--- config.mk ---
export PLATFORM = sky130hd
export DESIGN_NAME = mips_core
export DESIGN_NICKNAME = d
export VERILOG_FILES = /design/src/mips_pkg.sv /design/src/mips_alu.sv /design/src/mips_core.sv /design/src/mips_fetch_decode.sv /design/src/mips_mem_writeback.sv /design/src/mips_regfile.sv
export VERILOG_INCLUDE_DIRS = /design/src /design/src/include
export SDC_FILE = /design/constraint.sdc
export NUM_CORES = 2
export LEC_CHECK = 0
export ABC_CLOCK_PERIOD_IN_PS = 11500
export BUFFER_PORTS_ARGS = -buffer_cell sky130_fd_sc_hd__clkbuf_2
export CORE_AREA = 2 2 412 414
export CTS_BUF_LIST = sky130_fd_sc_hd__clkbuf_8 sky130_fd_sc_hd__clkbuf_16
export CTS_CLUSTER_SIZE = 12
export DETAILED_ROUTE_END_ITERATION = 10
export DIE_AREA = 0 0 414 416
export GPL_TIMING_DRIVEN = 1
export SYNTH_ARGS = -nofsm -noshare
export SYNTH_HDL_FRONTEND = slang
export SYNTH_SLANG_ARGS = --single-unit
--- constraint.sdc ---
create_clock -name clk -period 11.5 [get_ports clk]
set_clock_uncertainty 0.1 [all_clocks]
set_input_delay 1.15 -clock clk [delete_from_list [all_inputs] [get_ports clk]]
set_output_delay 1.15 -clock clk [all_outputs]
set_load 0.1 [all_outputs]
--- src/include/mips_params.svh ---
// shared sizing macros; XLEN other than 32 is not supported by the lane logic
`ifndef MIPS_PARAMS_SVH
`define MIPS_PARAMS_SVH

// data word width in bits
`define MIPS_XLEN 32

// architectural GPR count, $0 included
`define MIPS_NREGS 32

// byte address of the first fetch after reset
`define MIPS_TEXT_START 32'h0040_0000

// $v0 value that turns a syscall into a halt
`define MIPS_SYSCALL_EXIT 10

`endif

--- src/mips_pkg.sv ---
// core types only; opcode and funct enums list just the encodings this core executes
`default_nettype none

`include "mips_params.svh"

package mips_pkg;

   typedef logic [`MIPS_XLEN-1:0] word_t;   // one data word
   typedef logic [29:0]           waddr_t;  // word address, byte bits dropped
   typedef logic [4:0]            reg_idx_t;
   typedef logic [3:0]            byte_en_t; // bit n enables byte lane n

   // primary opcodes, inst[31:26]
   typedef enum logic [5:0] {
      OP_SPECIAL = 6'h00,
      OP_ADDIU   = 6'h09,
      OP_SLTI    = 6'h0a,
      OP_ANDI    = 6'h0c,
      OP_ORI     = 6'h0d,
      OP_XORI    = 6'h0e,
      OP_LUI     = 6'h0f,
      OP_LB      = 6'h20,
      OP_LH      = 6'h21,
      OP_LW      = 6'h23,
      OP_LBU     = 6'h24,
      OP_LHU     = 6'h25,
      OP_SB      = 6'h28,
      OP_SW      = 6'h2b
   } opcode_t;

   // SPECIAL function codes, inst[5:0]
   typedef enum logic [5:0] {
      FN_SLL     = 6'h00,
      FN_SRL     = 6'h02,
      FN_SRA     = 6'h03,
      FN_SLLV    = 6'h04,
      FN_SRLV    = 6'h06,
      FN_SRAV    = 6'h07,
      FN_SYSCALL = 6'h0c,
      FN_ADD     = 6'h20,
      FN_ADDU    = 6'h21,
      FN_SUB     = 6'h22,
      FN_SUBU    = 6'h23,
      FN_AND     = 6'h24,
      FN_OR      = 6'h25,
      FN_XOR     = 6'h26,
      FN_NOR     = 6'h27,
      FN_SLT     = 6'h2a
   } funct_t;

   typedef enum logic [3:0] {
      ALU_ADD, ALU_SUB, ALU_AND, ALU_OR, ALU_XOR, ALU_NOR, ALU_SLT,
      ALU_SLL, ALU_SRL, ALU_SRA, ALU_SLLV, ALU_SRLV, ALU_SRAV, ALU_LUI
   } alu_op_t;

   // one field for loads, stores and no access
   typedef enum logic [2:0] {
      MEM_NONE, MEM_LB, MEM_LBU, MEM_LH, MEM_LHU, MEM_LW, MEM_SB, MEM_SW
   } mem_kind_t;

endpackage

`default_nettype wire

--- src/mips_alu.sv ---
// purely combinational; add and sub wrap silently, no overflow detection
`default_nettype none

`include "mips_params.svh"

module mips_alu import mips_pkg::*; (
   input  wire word_t      rs_data,
   input  wire word_t      rt_data,
   input  wire word_t      imm,
   input  wire logic [4:0] shamt,
   input  wire alu_op_t    alu_op,
   input  wire logic       use_imm,
   output word_t           alu_out
);

   word_t      op_b;
   logic [4:0] var_sh;   // shift amount from rs

   assign op_b   = use_imm ? imm : rt_data;   // imm covers load/store offsets too
   assign var_sh = rs_data[4:0];

   always_comb begin
      case (alu_op)
         ALU_ADD:  alu_out = rs_data + op_b;
         ALU_SUB:  alu_out = rs_data - op_b;
         ALU_AND:  alu_out = rs_data & op_b;
         ALU_OR:   alu_out = rs_data | op_b;
         ALU_XOR:  alu_out = rs_data ^ op_b;
         ALU_NOR:  alu_out = ~(rs_data | op_b);
         // signed compare, slt and slti
         ALU_SLT:  alu_out = ($signed(rs_data) < $signed(op_b)) ? word_t'(1) : '0;
         ALU_SLL:  alu_out = rt_data << shamt;
         ALU_SRL:  alu_out = rt_data >> shamt;
         ALU_SRA:  alu_out = word_t'($signed(rt_data) >>> shamt);   // keeps sign
         ALU_SLLV: alu_out = rt_data << var_sh;
         ALU_SRLV: alu_out = rt_data >> var_sh;
         ALU_SRAV: alu_out = word_t'($signed(rt_data) >>> var_sh);
         ALU_LUI:  alu_out = {imm[15:0], 16'h0000};   // imm in upper half
         default:  alu_out = '0;
      endcase
   end

endmodule

`default_nettype wire

--- src/mips_core.sv ---
// single-cycle core; instruction and data memories must answer in the same cycle
`default_nettype none

`include "mips_params.svh"

module mips_core import mips_pkg::*; (
   input  wire logic  clk,
   input  wire logic  rst_b,
   input  wire word_t inst,
   input  wire word_t mem_rdata,
   output waddr_t     inst_addr,
   output waddr_t     mem_addr,
   output word_t      mem_wdata,
   output byte_en_t   mem_be,
   output logic       halted
);

   reg_idx_t   rs, rt, wr_idx;
   word_t      imm;
   logic [4:0] shamt;
   alu_op_t    alu_op;
   logic       use_imm;
   mem_kind_t  mem_kind;
   logic       reg_we;
   logic       is_syscall;
   logic       reserved;
   word_t      rs_data, rt_data, v0_data;
   word_t      alu_out;
   word_t      wr_data;   // writeback value

   mips_fetch_decode fd0 (
      .clk(clk), .rst_b(rst_b), .inst(inst), .halted(halted),
      .inst_addr(inst_addr), .rs(rs), .rt(rt), .wr_idx(wr_idx),
      .imm(imm), .shamt(shamt), .alu_op(alu_op), .use_imm(use_imm),
      .mem_kind(mem_kind), .reg_we(reg_we), .is_syscall(is_syscall),
      .reserved(reserved)
   );

   mips_regfile rf0 (
      .clk(clk), .rst_b(rst_b), .rs(rs), .rt(rt), .wr_idx(wr_idx),
      .wr_data(wr_data), .reg_we(reg_we),
      .rs_data(rs_data), .rt_data(rt_data), .v0_data(v0_data)
   );

   mips_alu alu0 (
      .rs_data(rs_data), .rt_data(rt_data), .imm(imm), .shamt(shamt),
      .alu_op(alu_op), .use_imm(use_imm), .alu_out(alu_out)
   );

   mips_mem_writeback mw0 (
      .clk(clk), .rst_b(rst_b), .alu_out(alu_out), .rt_data(rt_data),
      .mem_rdata(mem_rdata), .v0_data(v0_data), .mem_kind(mem_kind),
      .is_syscall(is_syscall), .reserved(reserved),
      .mem_addr(mem_addr), .mem_wdata(mem_wdata), .mem_be(mem_be),
      .wr_data(wr_data), .halted(halted)
   );

endmodule

`default_nettype wire

--- src/mips_fetch_decode.sv ---
// sequential PC only (no branches or jumps); decode is combinational off inst
`default_nettype none

`include "mips_params.svh"

module mips_fetch_decode import mips_pkg::*; (
   input  wire logic      clk,
   input  wire logic      rst_b,
   input  wire word_t     inst,
   input  wire logic      halted,
   output waddr_t         inst_addr,
   output reg_idx_t       rs,
   output reg_idx_t       rt,
   output reg_idx_t       wr_idx,
   output word_t          imm,
   output logic [4:0]     shamt,
   output alu_op_t        alu_op,
   output logic           use_imm,
   output mem_kind_t      mem_kind,
   output logic           reg_we,
   output logic           is_syscall,
   output logic           reserved
);

   word_t     pc;
   opcode_t   op;
   funct_t    fn;
   reg_idx_t  rd;
   logic      dest_rd;      // R-type writes rd, else rt
   logic      zero_ext;     // logical immediates
   logic      writes_reg;   // decoded intent, before gating
   mem_kind_t mem_kind_dec;

   // PC, frozen once halted
   always_ff @(posedge clk or negedge rst_b) begin
      if (!rst_b) begin
         pc <= `MIPS_TEXT_START;
      end else if (!halted) begin
         pc <= pc + word_t'(4);
      end
   end

   assign inst_addr = pc[31:2];   // word address

   // field split
   assign op    = opcode_t'(inst[31:26]);
   assign fn    = funct_t'(inst[5:0]);
   assign rs    = inst[25:21];
   assign rt    = inst[20:16];
   assign rd    = inst[15:11];
   assign shamt = inst[10:6];

   assign imm = zero_ext ? {16'h0000, inst[15:0]}
                         : {{16{inst[15]}}, inst[15:0]};

   always_comb begin
      alu_op       = ALU_ADD;
      use_imm      = 1'b0;
      mem_kind_dec = MEM_NONE;
      dest_rd      = 1'b0;
      zero_ext     = 1'b0;
      writes_reg   = 1'b0;
      is_syscall   = 1'b0;
      reserved     = 1'b0;
      case (op)
         OP_SPECIAL: begin
            dest_rd    = 1'b1;
            writes_reg = 1'b1;
            case (fn)
               FN_SLL:           alu_op = ALU_SLL;
               FN_SRL:           alu_op = ALU_SRL;
               FN_SRA:           alu_op = ALU_SRA;
               FN_SLLV:          alu_op = ALU_SLLV;
               FN_SRLV:          alu_op = ALU_SRLV;
               FN_SRAV:          alu_op = ALU_SRAV;
               FN_ADD, FN_ADDU:  alu_op = ALU_ADD;   // no overflow trap
               FN_SUB, FN_SUBU:  alu_op = ALU_SUB;
               FN_AND:           alu_op = ALU_AND;
               FN_OR:            alu_op = ALU_OR;
               FN_XOR:           alu_op = ALU_XOR;
               FN_NOR:           alu_op = ALU_NOR;
               FN_SLT:           alu_op = ALU_SLT;
               FN_SYSCALL: begin
                  is_syscall = 1'b1;
                  writes_reg = 1'b0;
               end
               default: begin
                  reserved   = 1'b1;  // unknown funct
                  writes_reg = 1'b0;
               end
            endcase
         end
         OP_ADDIU: begin
            use_imm    = 1'b1;
            writes_reg = 1'b1;
         end
         OP_SLTI: begin
            alu_op     = ALU_SLT;
            use_imm    = 1'b1;
            writes_reg = 1'b1;
         end
         OP_ANDI, OP_ORI, OP_XORI: begin
            alu_op     = (op == OP_ANDI) ? ALU_AND :
                         (op == OP_ORI)  ? ALU_OR  : ALU_XOR;
            use_imm    = 1'b1;
            zero_ext   = 1'b1;
            writes_reg = 1'b1;
         end
         OP_LUI: begin
            alu_op     = ALU_LUI;
            use_imm    = 1'b1;
            writes_reg = 1'b1;
         end
         OP_LB, OP_LBU, OP_LH, OP_LHU, OP_LW: begin
            use_imm    = 1'b1;   // rs + offset
            writes_reg = 1'b1;
            case (op)
               OP_LB:   mem_kind_dec = MEM_LB;
               OP_LBU:  mem_kind_dec = MEM_LBU;
               OP_LH:   mem_kind_dec = MEM_LH;
               OP_LHU:  mem_kind_dec = MEM_LHU;
               default: mem_kind_dec = MEM_LW;
            endcase
         end
         OP_SB, OP_SW: begin
            use_imm      = 1'b1;
            mem_kind_dec = (op == OP_SB) ? MEM_SB : MEM_SW;
         end
         default: reserved = 1'b1;   // unknown opcode
      endcase
   end

   assign wr_idx = dest_rd ? rd : rt;

   // no writes once halted, none to $0
   assign reg_we   = writes_reg & ~halted & (wr_idx != '0);
   assign mem_kind = halted ? MEM_NONE : mem_kind_dec;   // kills stores after halt

endmodule

`default_nettype wire

--- src/mips_mem_writeback.sv ---
// little-endian lanes; unaligned halfword and word accesses are not trapped
`default_nettype none

`include "mips_params.svh"

module mips_mem_writeback import mips_pkg::*; (
   input  wire logic      clk,
   input  wire logic      rst_b,
   input  wire word_t     alu_out,
   input  wire word_t     rt_data,
   input  wire word_t     mem_rdata,
   input  wire word_t     v0_data,
   input  wire mem_kind_t mem_kind,
   input  wire logic      is_syscall,
   input  wire logic      reserved,
   output waddr_t         mem_addr,
   output word_t          mem_wdata,
   output byte_en_t       mem_be,
   output word_t          wr_data,
   output logic           halted
);

   logic [1:0]  lane;        // byte offset within the word
   logic [7:0]  ld_byte;
   logic [15:0] ld_half;

   assign mem_addr = alu_out[31:2];
   assign lane     = alu_out[1:0];

   // store steering
   always_comb begin
      case (mem_kind)
         MEM_SW: begin
            mem_be    = 4'b1111;
            mem_wdata = rt_data;
         end
         MEM_SB: begin
            mem_be    = 4'b0001 << lane;        // one-hot lane
            mem_wdata = {4{rt_data[7:0]}};      // byte on every lane
         end
         default: begin
            mem_be    = 4'b0000;
            mem_wdata = rt_data;
         end
      endcase
   end

   // load lane pick
   assign ld_byte = mem_rdata[8*lane +: 8];
   assign ld_half = lane[1] ? mem_rdata[31:16] : mem_rdata[15:0];

   always_comb begin
      case (mem_kind)
         MEM_LB:  wr_data = {{24{ld_byte[7]}}, ld_byte};
         MEM_LBU: wr_data = {24'h000000, ld_byte};
         MEM_LH:  wr_data = {{16{ld_half[15]}}, ld_half};
         MEM_LHU: wr_data = {16'h0000, ld_half};
         MEM_LW:  wr_data = mem_rdata;
         default: wr_data = alu_out;   // ALU results
      endcase
   end

   // sticky halt, cleared only by reset
   always_ff @(posedge clk or negedge rst_b) begin
      if (!rst_b) begin
         halted <= 1'b0;
      end else if (reserved || (is_syscall && v0_data == word_t'(`MIPS_SYSCALL_EXIT))) begin
         halted <= 1'b1;
      end
   end

endmodule

`default_nettype wire

--- src/mips_regfile.sv ---
// 31 GPRs with async reset; $0 is not stored and always reads zero
`default_nettype none

`include "mips_params.svh"

module mips_regfile import mips_pkg::*; (
   input  wire logic     clk,
   input  wire logic     rst_b,
   input  wire reg_idx_t rs,
   input  wire reg_idx_t rt,
   input  wire reg_idx_t wr_idx,
   input  wire word_t    wr_data,
   input  wire logic     reg_we,
   output word_t         rs_data,
   output word_t         rt_data,
   output word_t         v0_data
);

   localparam reg_idx_t V0 = 5'd2;   // syscall code register

   word_t regs [1:`MIPS_NREGS-1];

   always_ff @(posedge clk or negedge rst_b) begin
      if (!rst_b) begin
         for (int i = 1; i < `MIPS_NREGS; i++) begin
            regs[i] <= '0;
         end
      end else begin
         for (int i = 1; i < `MIPS_NREGS; i++) begin
            if (reg_we && wr_idx == reg_idx_t'(i)) begin
               regs[i] <= wr_data;
            end
         end
      end
   end

   // reads are combinational, new value seen next cycle
   assign rs_data = (rs == '0) ? '0 : regs[rs];
   assign rt_data = (rt == '0) ? '0 : regs[rt];
   assign v0_data = regs[V0];

endmodule

`default_nettype wire

# Word-level counts from Yosys, hierarchy flattened

Index checks and enable logic that the tools add are counted.

Input port bits: 66
Output and inout port bits: 97
Bits in registers: 1025
Logic and storage cells: 217

Multiplexer cells: 34
Shifts and indexed selects: 8
Eq/ne operators: 80
Add/sub/neg operators: 3
Order comparisons: 3
Bitwise gates (word level): 9
Reductions and logical operators: 47

Operators with widths:

| kind                                            | count |
|---|---|
| one-hot mux 32 bit (14 select lines)            | 1 |
| binary-select mux 32 bit (select 5 bit)         | 2 |
| two-way mux 32 bit                              | 9 |
| one-hot mux 32 bit (5 select lines)             | 1 |
| == test 6 bit (second input constant)           | 16 |
| == test 5 bit (second input constant)           | 16 |
| left shift 32 x 5 -> 32 bit                     | 2 |
| >> shifter 32 x 5 -> 32 bit                     | 2 |
| >>> shifter 32 x 5 -> 32 bit                    | 2 |
| one-hot mux 4 bit (12 select lines)             | 1 |
| == test 6 x 4 -> 1 bit (second input constant)  | 7 |
| == test 5 x 4 -> 1 bit (second input constant)  | 8 |
| adder 32 x 3 -> 32 bit (second input constant)  | 1 |
| adder 32 bit                                    | 1 |
| AND 32 bit                                      | 1 |
| == test 32 x 4 -> 1 bit (second input constant) | 1 |
| logical AND 1 bit                               | 32 |
| less-than comparator 32 bit                     | 1 |
| NOT 32 bit                                      | 1 |
| bitwise OR 32 bit                               | 1 |
| variable part select 32 x 6 -> 8 bit            | 1 |
| subtractor 32 bit                               | 1 |
| bitwise XOR 32 bit                              | 1 |
| == test 4 bit (second input constant)           | 6 |
| 38 further kinds                                | 69 |

# Logic depth before layout (Yosys ltp)

Depth in word-level cells: 11
Mapped depth: 33
Depth with buffers taken out: 23

# By module

From an unflattened synthesis, not the netlist that was laid out.

Cells, all modules: 5833
Area, all modules: 69302.7 sq um

Modules (own cells, without submodules):

| module             | area each (sq um) | cells each | sequential area each (sq um) | times used |
|---|---|---|---|---|
| mips_regfile       | 53701.5           | 3579       | 24823.8                      | 1 |
| mips_alu           | 11501.0           | 1711       | 0.0                          | 1 |
| mips_fetch_decode  | 2290.9            | 242        | 752.0                        | 1 |
| mips_mem_writeback | 1809.2            | 301        | 25.0                         | 1 |

# Worst setup path after synthesis

Ideal clock, no wire load.

Path kind: input to output
From: input port inst[21]
To: output port mem_be[0]
Slack: 993 ps
Arrival: 9257 ps
Data required time: 10250 ps
Cell stages on the path: 23
Buffers on the path: 9
Path through: buf_2 buf_6 buf_6 buf_2 clkbuf_1 buf_1 buf_1 mux4_2 mux4_2 mux2i_1 inv_1 ha_1 clkbuf_1 or3_1 nor3_1 a21oi_1 o21bai_1 a21oi_1 nor4_1 nor4_1 or4_1 buf_2 o32ai_1

Word-level cells in the longest chain between the ends: 10
Elaborated cells between the ends (all ways): 20
Classes of those cells: add/sub (2); order compare (1); shift (4); mux (7); bitwise (5); reduce/logical (1)

RTL lines:

| element                                                          | line                                           | source |
|---|---|---|
| start, declared                                                  | mips_core.sv:9                                 | `input wire word_t inst,` |
| NOT 5 -> 6 bit (implied by the code)                             | mips_regfile.sv:38                             | `assign rs_data = (rs == '0) ? '0 : regs[rs];` |
| binary-select mux 32 bit (select 5 bit)                          | mips_regfile.sv:38                             |  |
| two-way mux 32 bit (implied by the code) (2 in series)           | mips_regfile.sv:38                             |  |
| two-way mux 32 bit (*)                                           | mips_regfile.sv:38                             |  |
| less-than comparator 32 bit or bitwise OR 32 bit (tied branches) | mips_alu.sv:31, mips_alu.sv:27, mips_alu.sv:29 |  |
| two-way mux 1 bit or NOT 32 bit (tied branches)                  | mips_alu.sv:31, mips_alu.sv:29                 |  |
| one-hot mux 32 bit (14 select lines) (*)                         | mips_alu.sv:23                                 | `case (alu_op)` |
| left shift 1 x 2 -> 4 bit (*)                                    | mips_mem_writeback.sv:38                       | `mem_be = 4'b0001 << lane;` |
| one-hot mux 4 bit (2 select lines) (*)                           | mips_mem_writeback.sv:32                       | `case (mem_kind)` |
| end, declared                                                    | mips_core.sv:14                                | `output byte_en_t mem_be,` |

Every way passes the cells marked *; elsewhere a longest branch is shown, timed or not. The select of a mux whose other input is x is not followed.

# Worst setup path in the final report

From: input port inst[20]
To: output port mem_addr[29]

Word-level cells in the longest chain between the ends: 9
Elaborated cells between the ends (all ways): 20
Classes of those cells: add/sub (2); shift (6); mux (6); bitwise (5); reduce/logical (1)

RTL lines:

| element                                                                   | line               | source |
|---|---|---|
| NOT 5 -> 6 bit (implied by the code)                                      | mips_regfile.sv:39 | `assign rt_data = (rt == '0) ? '0 : regs[rt];` |
| binary-select mux 32 bit (select 5 bit)                                   | mips_regfile.sv:39 |  |
| two-way mux 32 bit (implied by the code) (2 in series)                    | mips_regfile.sv:39 |  |
| two-way mux 32 bit (*)                                                    | mips_regfile.sv:39 |  |
| parallel branches: the longest is 3 deep, another holds subtractor 32 bit | -                  |  |
| one-hot mux 32 bit (14 select lines) (*)                                  | mips_alu.sv:23     |  |
| end, declared                                                             | mips_core.sv:12    | `output waddr_t mem_addr,` |

Mark *: on every way between the ends. The select of a mux whose other input is x is not followed.

==> metrics.cfg <==
[critical_path]
crit_type = in -> out
slowest_delay_ns = 0.81
cp-end-kind = output port
worst-endpoint-required_ns = 10.25
path_delay_family = simple AND/OR/NAND/NOR gates
cp-start-kind = primary input
crit_fanout = 19
arrival_ns = 8.64
crit_chain = buf_4, nor2b_1, nand2b_2, buf_4, o22ai_1, or3_1, o21ai_0, ha_1, or3_1, nor3_1, and2_1, a211oi_1, a221oi_1, o211ai_1, a211oi_1, o31ai_1, a22oi_1, mux2i_1, a2111o_1, clkbuf_2
worst_path_max_delay_cell = nand2b_2
worst-path-buf-inv = 3

[clock_tree]
cts_resized = 0
cts_hold_buf = 0
htree_num_levels = 3
cts_tree = built
clk-insertion-delay-late_ns = 0.76
clkSinkCount = 1023
cts_buffer_depth = 3
clock_tree.root_cell = clkbuf_16
cts_setup_buffers = 0
cts_buffers = 106
clkTransAtPathRegs_ns = 0.06

[finish]
layout-drive-gt1-share = 0.3004
finish.utilization = 0.4367
fillCellCount = 15690
fin_nets = 6132
area_growth_pct = 9.874

[logic_synthesis]
synth.largest_area_cell = dfrtp_1
yosys.area_share.xor_xnor = 0.006553
syn_avg_cell_area_sq_um = 10.96
synth-async-reset-ratio = 1.000
yosysTopAreaCellShare = 0.3827
syn_nets = 6266
synth_fa_ha_area_frac = 0.01913
synth_top_family_by_area = multiplexers
yosysWarningCount = 0
yosysSeqAreaShare = 0.3831
synth_compound_area_frac = 0.1329
synth_area_leaders = dfrtp_1 (38%), mux4_2 (17%), mux2_2 (11%)
yosys.area_share.simple = 0.09589
syn_inst = 6099
netlist_area_sq_um = 66830
ys_ff_latch = 1023
muxShareOfSynthArea = 0.3168
ys.flop_type = dfrtp_1
yosys.cell_types.count = 101
synth_edf_count = 0

[routing]
avgRoutedWirePerCell_um = 34.24
drc_errors = 0
vias = 54880
first_iter_violations = 7145
antenna_left = 0
drtPass1Iterations = 6
drt_wl_total_mm = 283.0
via_per_inst = 6.639

[sta]
fmax_ghz = 0.1011
finalHoldViolations = 0
min_period_ns = 9.891
setup_viol = 0
setup_tns_ns = 0
fin_crit_sh = 0.8601
hold_slack_ns = 0.3932
worstMarginPinSlew_ns = 1.495
slew_violations = 1
rsz0062_at_grt = no
slew_headroom = -0.004586

[floorplan]
io_pins = 163
start_util = 0.3974
die_area_sq_um = 172200
die_w_um = 414
coreArea_sq_um = 168100
row_count = 151
chipHeight_um = 416

[power_and_ir_drop]
cellLeakagePower_nw = 32.43
swShare = 0.3263
p_comb_frac = 0.204
pwr-share-clk = 0.389
seqPwrFrac = 0.407
powerDensity_nw_per_um2 = 121.2
p_switching_w = 0.002904
peakVddDrop_v = 0.0001123
internal_power_w = 0.005994

[global_route]
grt_usage = 0.3223
grt_max_degree = 185
antenna_found_initial = 14
grt_pass1_wl_mm = 402.2
grt_pass1_vias = 53110
grt_overflow = 0

[placed_design]
hpwl_mm = 186.0
port_buffers = 162
gp_congestion = 1.042

[min_path]
hp-class = reg -> reg

[run_status]
violations = max-capacitance violations, max-slew violations
status = finished, violations left

[flow_run]
maxCapViolations = 1

[synth_stat cells, types with 12 or more instances]
master     instances
o2111ai_1         12
a21oi_1          261
a211oi_1          54
nor2b_1           41
o21bai_1          13
a31oi_1           17
and2_1            19
nor2_1           245
clkbuf_1         386
nand2_1          668
o21ai_0          518
and3_1            27
mux2i_1          217
a222oi_1          12
nand4_1           19
a21o_1            32
buf_2            109
or2_2             16
or3_1             64
o31ai_1           21
a22o_1            46
o22ai_1           72
o211ai_1          72
nand2b_1          28
a221oi_1          23
ha_1              99
nand3_1           92
buf_6             20
dfrtp_1         1022
a211o_1           12
mux2_2           651
o21ai_1           96
a22oi_1           16
buf_1             52
mux4_2           517
nor4_1            19
buf_4             20
nor3_1           101
xnor2_1           40
o21a_1            25
inv_1            118
[worst paths after layout]
check / start / endpoint / slack, ns / depth (start not counted)
worst max-delay path: inst[20] / mem_addr[29] / 1.61 / 20
worst min-delay path: fd0.pc[17]$_DFFE_PN0N_ / fd0.pc[17]$_DFFE_PN0N_ / 0.39 / 1
worst max register to register: rf0.regs[489]$_DFFE_PN0P_ / rf0.regs[83]$_DFFE_PN0P_ / 3.58 / 20
worst min register to register: fd0.pc[17]$_DFFE_PN0N_ / fd0.pc[17]$_DFFE_PN0N_ / 0.39 / 1
max in group asynchronous: rst_b / rf0.regs[965]$_DFFE_PN0P_ / 8.28 / 3
min in group asynchronous: rst_b / rf0.regs[793]$_DFFE_PN0P_ / 0.41 / 1
[state kept, by name, indices dropped and copies added (netlist names)]
| register | cells |
|---|---|
| mw0.halted | 1 |
| fd0.pc | 30 |
| rf0.v0_data | 32 |
| rf0.regs | 960 |
[cells by family after synthesis]
logic type,count (synthesis)
xor+xnor,50
simple gates,1402
fa+ha+maj,101
flops,1023
compound gates,1427
buf+inv,709
mux,1387
[through the flow]
step                setup slack [ns]  cells  area, sq um  power, W
floorplan                     0.9925   6099        66830  0.004769
global placement               1.582   8073        69940  0.005449
detailed placement             1.620   8073        69940  0.005450
CTS                            1.599   8258        73390  0.008886
global route                   1.222   8262        73420  0.009133
finish                         1.609   8266        73430  0.008898
[worst register-to-register path: stages, from the launching register on]
cell	delay, ns
dfrtp_1	0.39
nor2b_1	0.13
a2111oi_0	0.45
a311oi_1	0.12
a31oi_1	0.37
o311a_1	0.77
nand2_1	0.13
o21a_1	0.16
ha_1	0.43
or3_1	0.43
nor3_1	0.25
a21oi_1	0.25
o21bai_1	0.25
a21oi_1	0.22
nor4_1	0.37
nor4_2	0.09
buf_4	0.20
or4_1	0.71
o221ai_4	0.77
a41oi_4	0.67
mux2_2	0.54
[per-layer routing]
metal  GRT usage  vias to the layer above  share of wire
li1            -                    22640              -
met1      0.4062                    28210           0.38
met2      0.4941                     3145           0.45
met3     0.07070                      864          0.091
met4      0.2273                       10          0.082
met5           0                        -        0.00022
[cells in the final DEF, fill, tap and decap left out, types with 96 or more instances in the layout]
cell and instances:
nor3_1 96, buf_4 177, a21oi_1 255, mux2_2 651
nor2_1 243, ha_1 99, o21ai_1 96, mux2i_1 212
clkbuf_2 154, nand2_1 636, mux4_2 517, dfrtp_1 1022
clkbuf_16 107, inv_1 149, o21ai_0 516
[layout make-up]
cell class,instances,area (sq um),share of cell area
Antenna cell,6,15.01,0.0002045
Clock buffer,133,3035,0.04134
Clock inverter,52,419.2,0.005708
Inverter,120,450.4,0.006134
Multi-Input combinational cell,4367,38760,0.5278
Sequential cell,1023,25600,0.3486
Tap cell,2218,2775,0.03779
Timing Repair Buffer,347,2377,0.03238
[power groups by stage]
stage / combinational (W) / sequential, W / clock [W]
final: 0.00181 / 0.00362 / 0.00346
after global routing: 0.00188 / 0.00362 / 0.00363
after CTS: 0.00176 / 0.00362 / 0.00350
after detailed placement: 0.00176 / 0.00369 / 0
after global placement: 0.00176 / 0.00369 / 0
after floorplan: 0.00108 / 0.00369 / 0
Note: power is estimated with default switching activity, not from simulation.
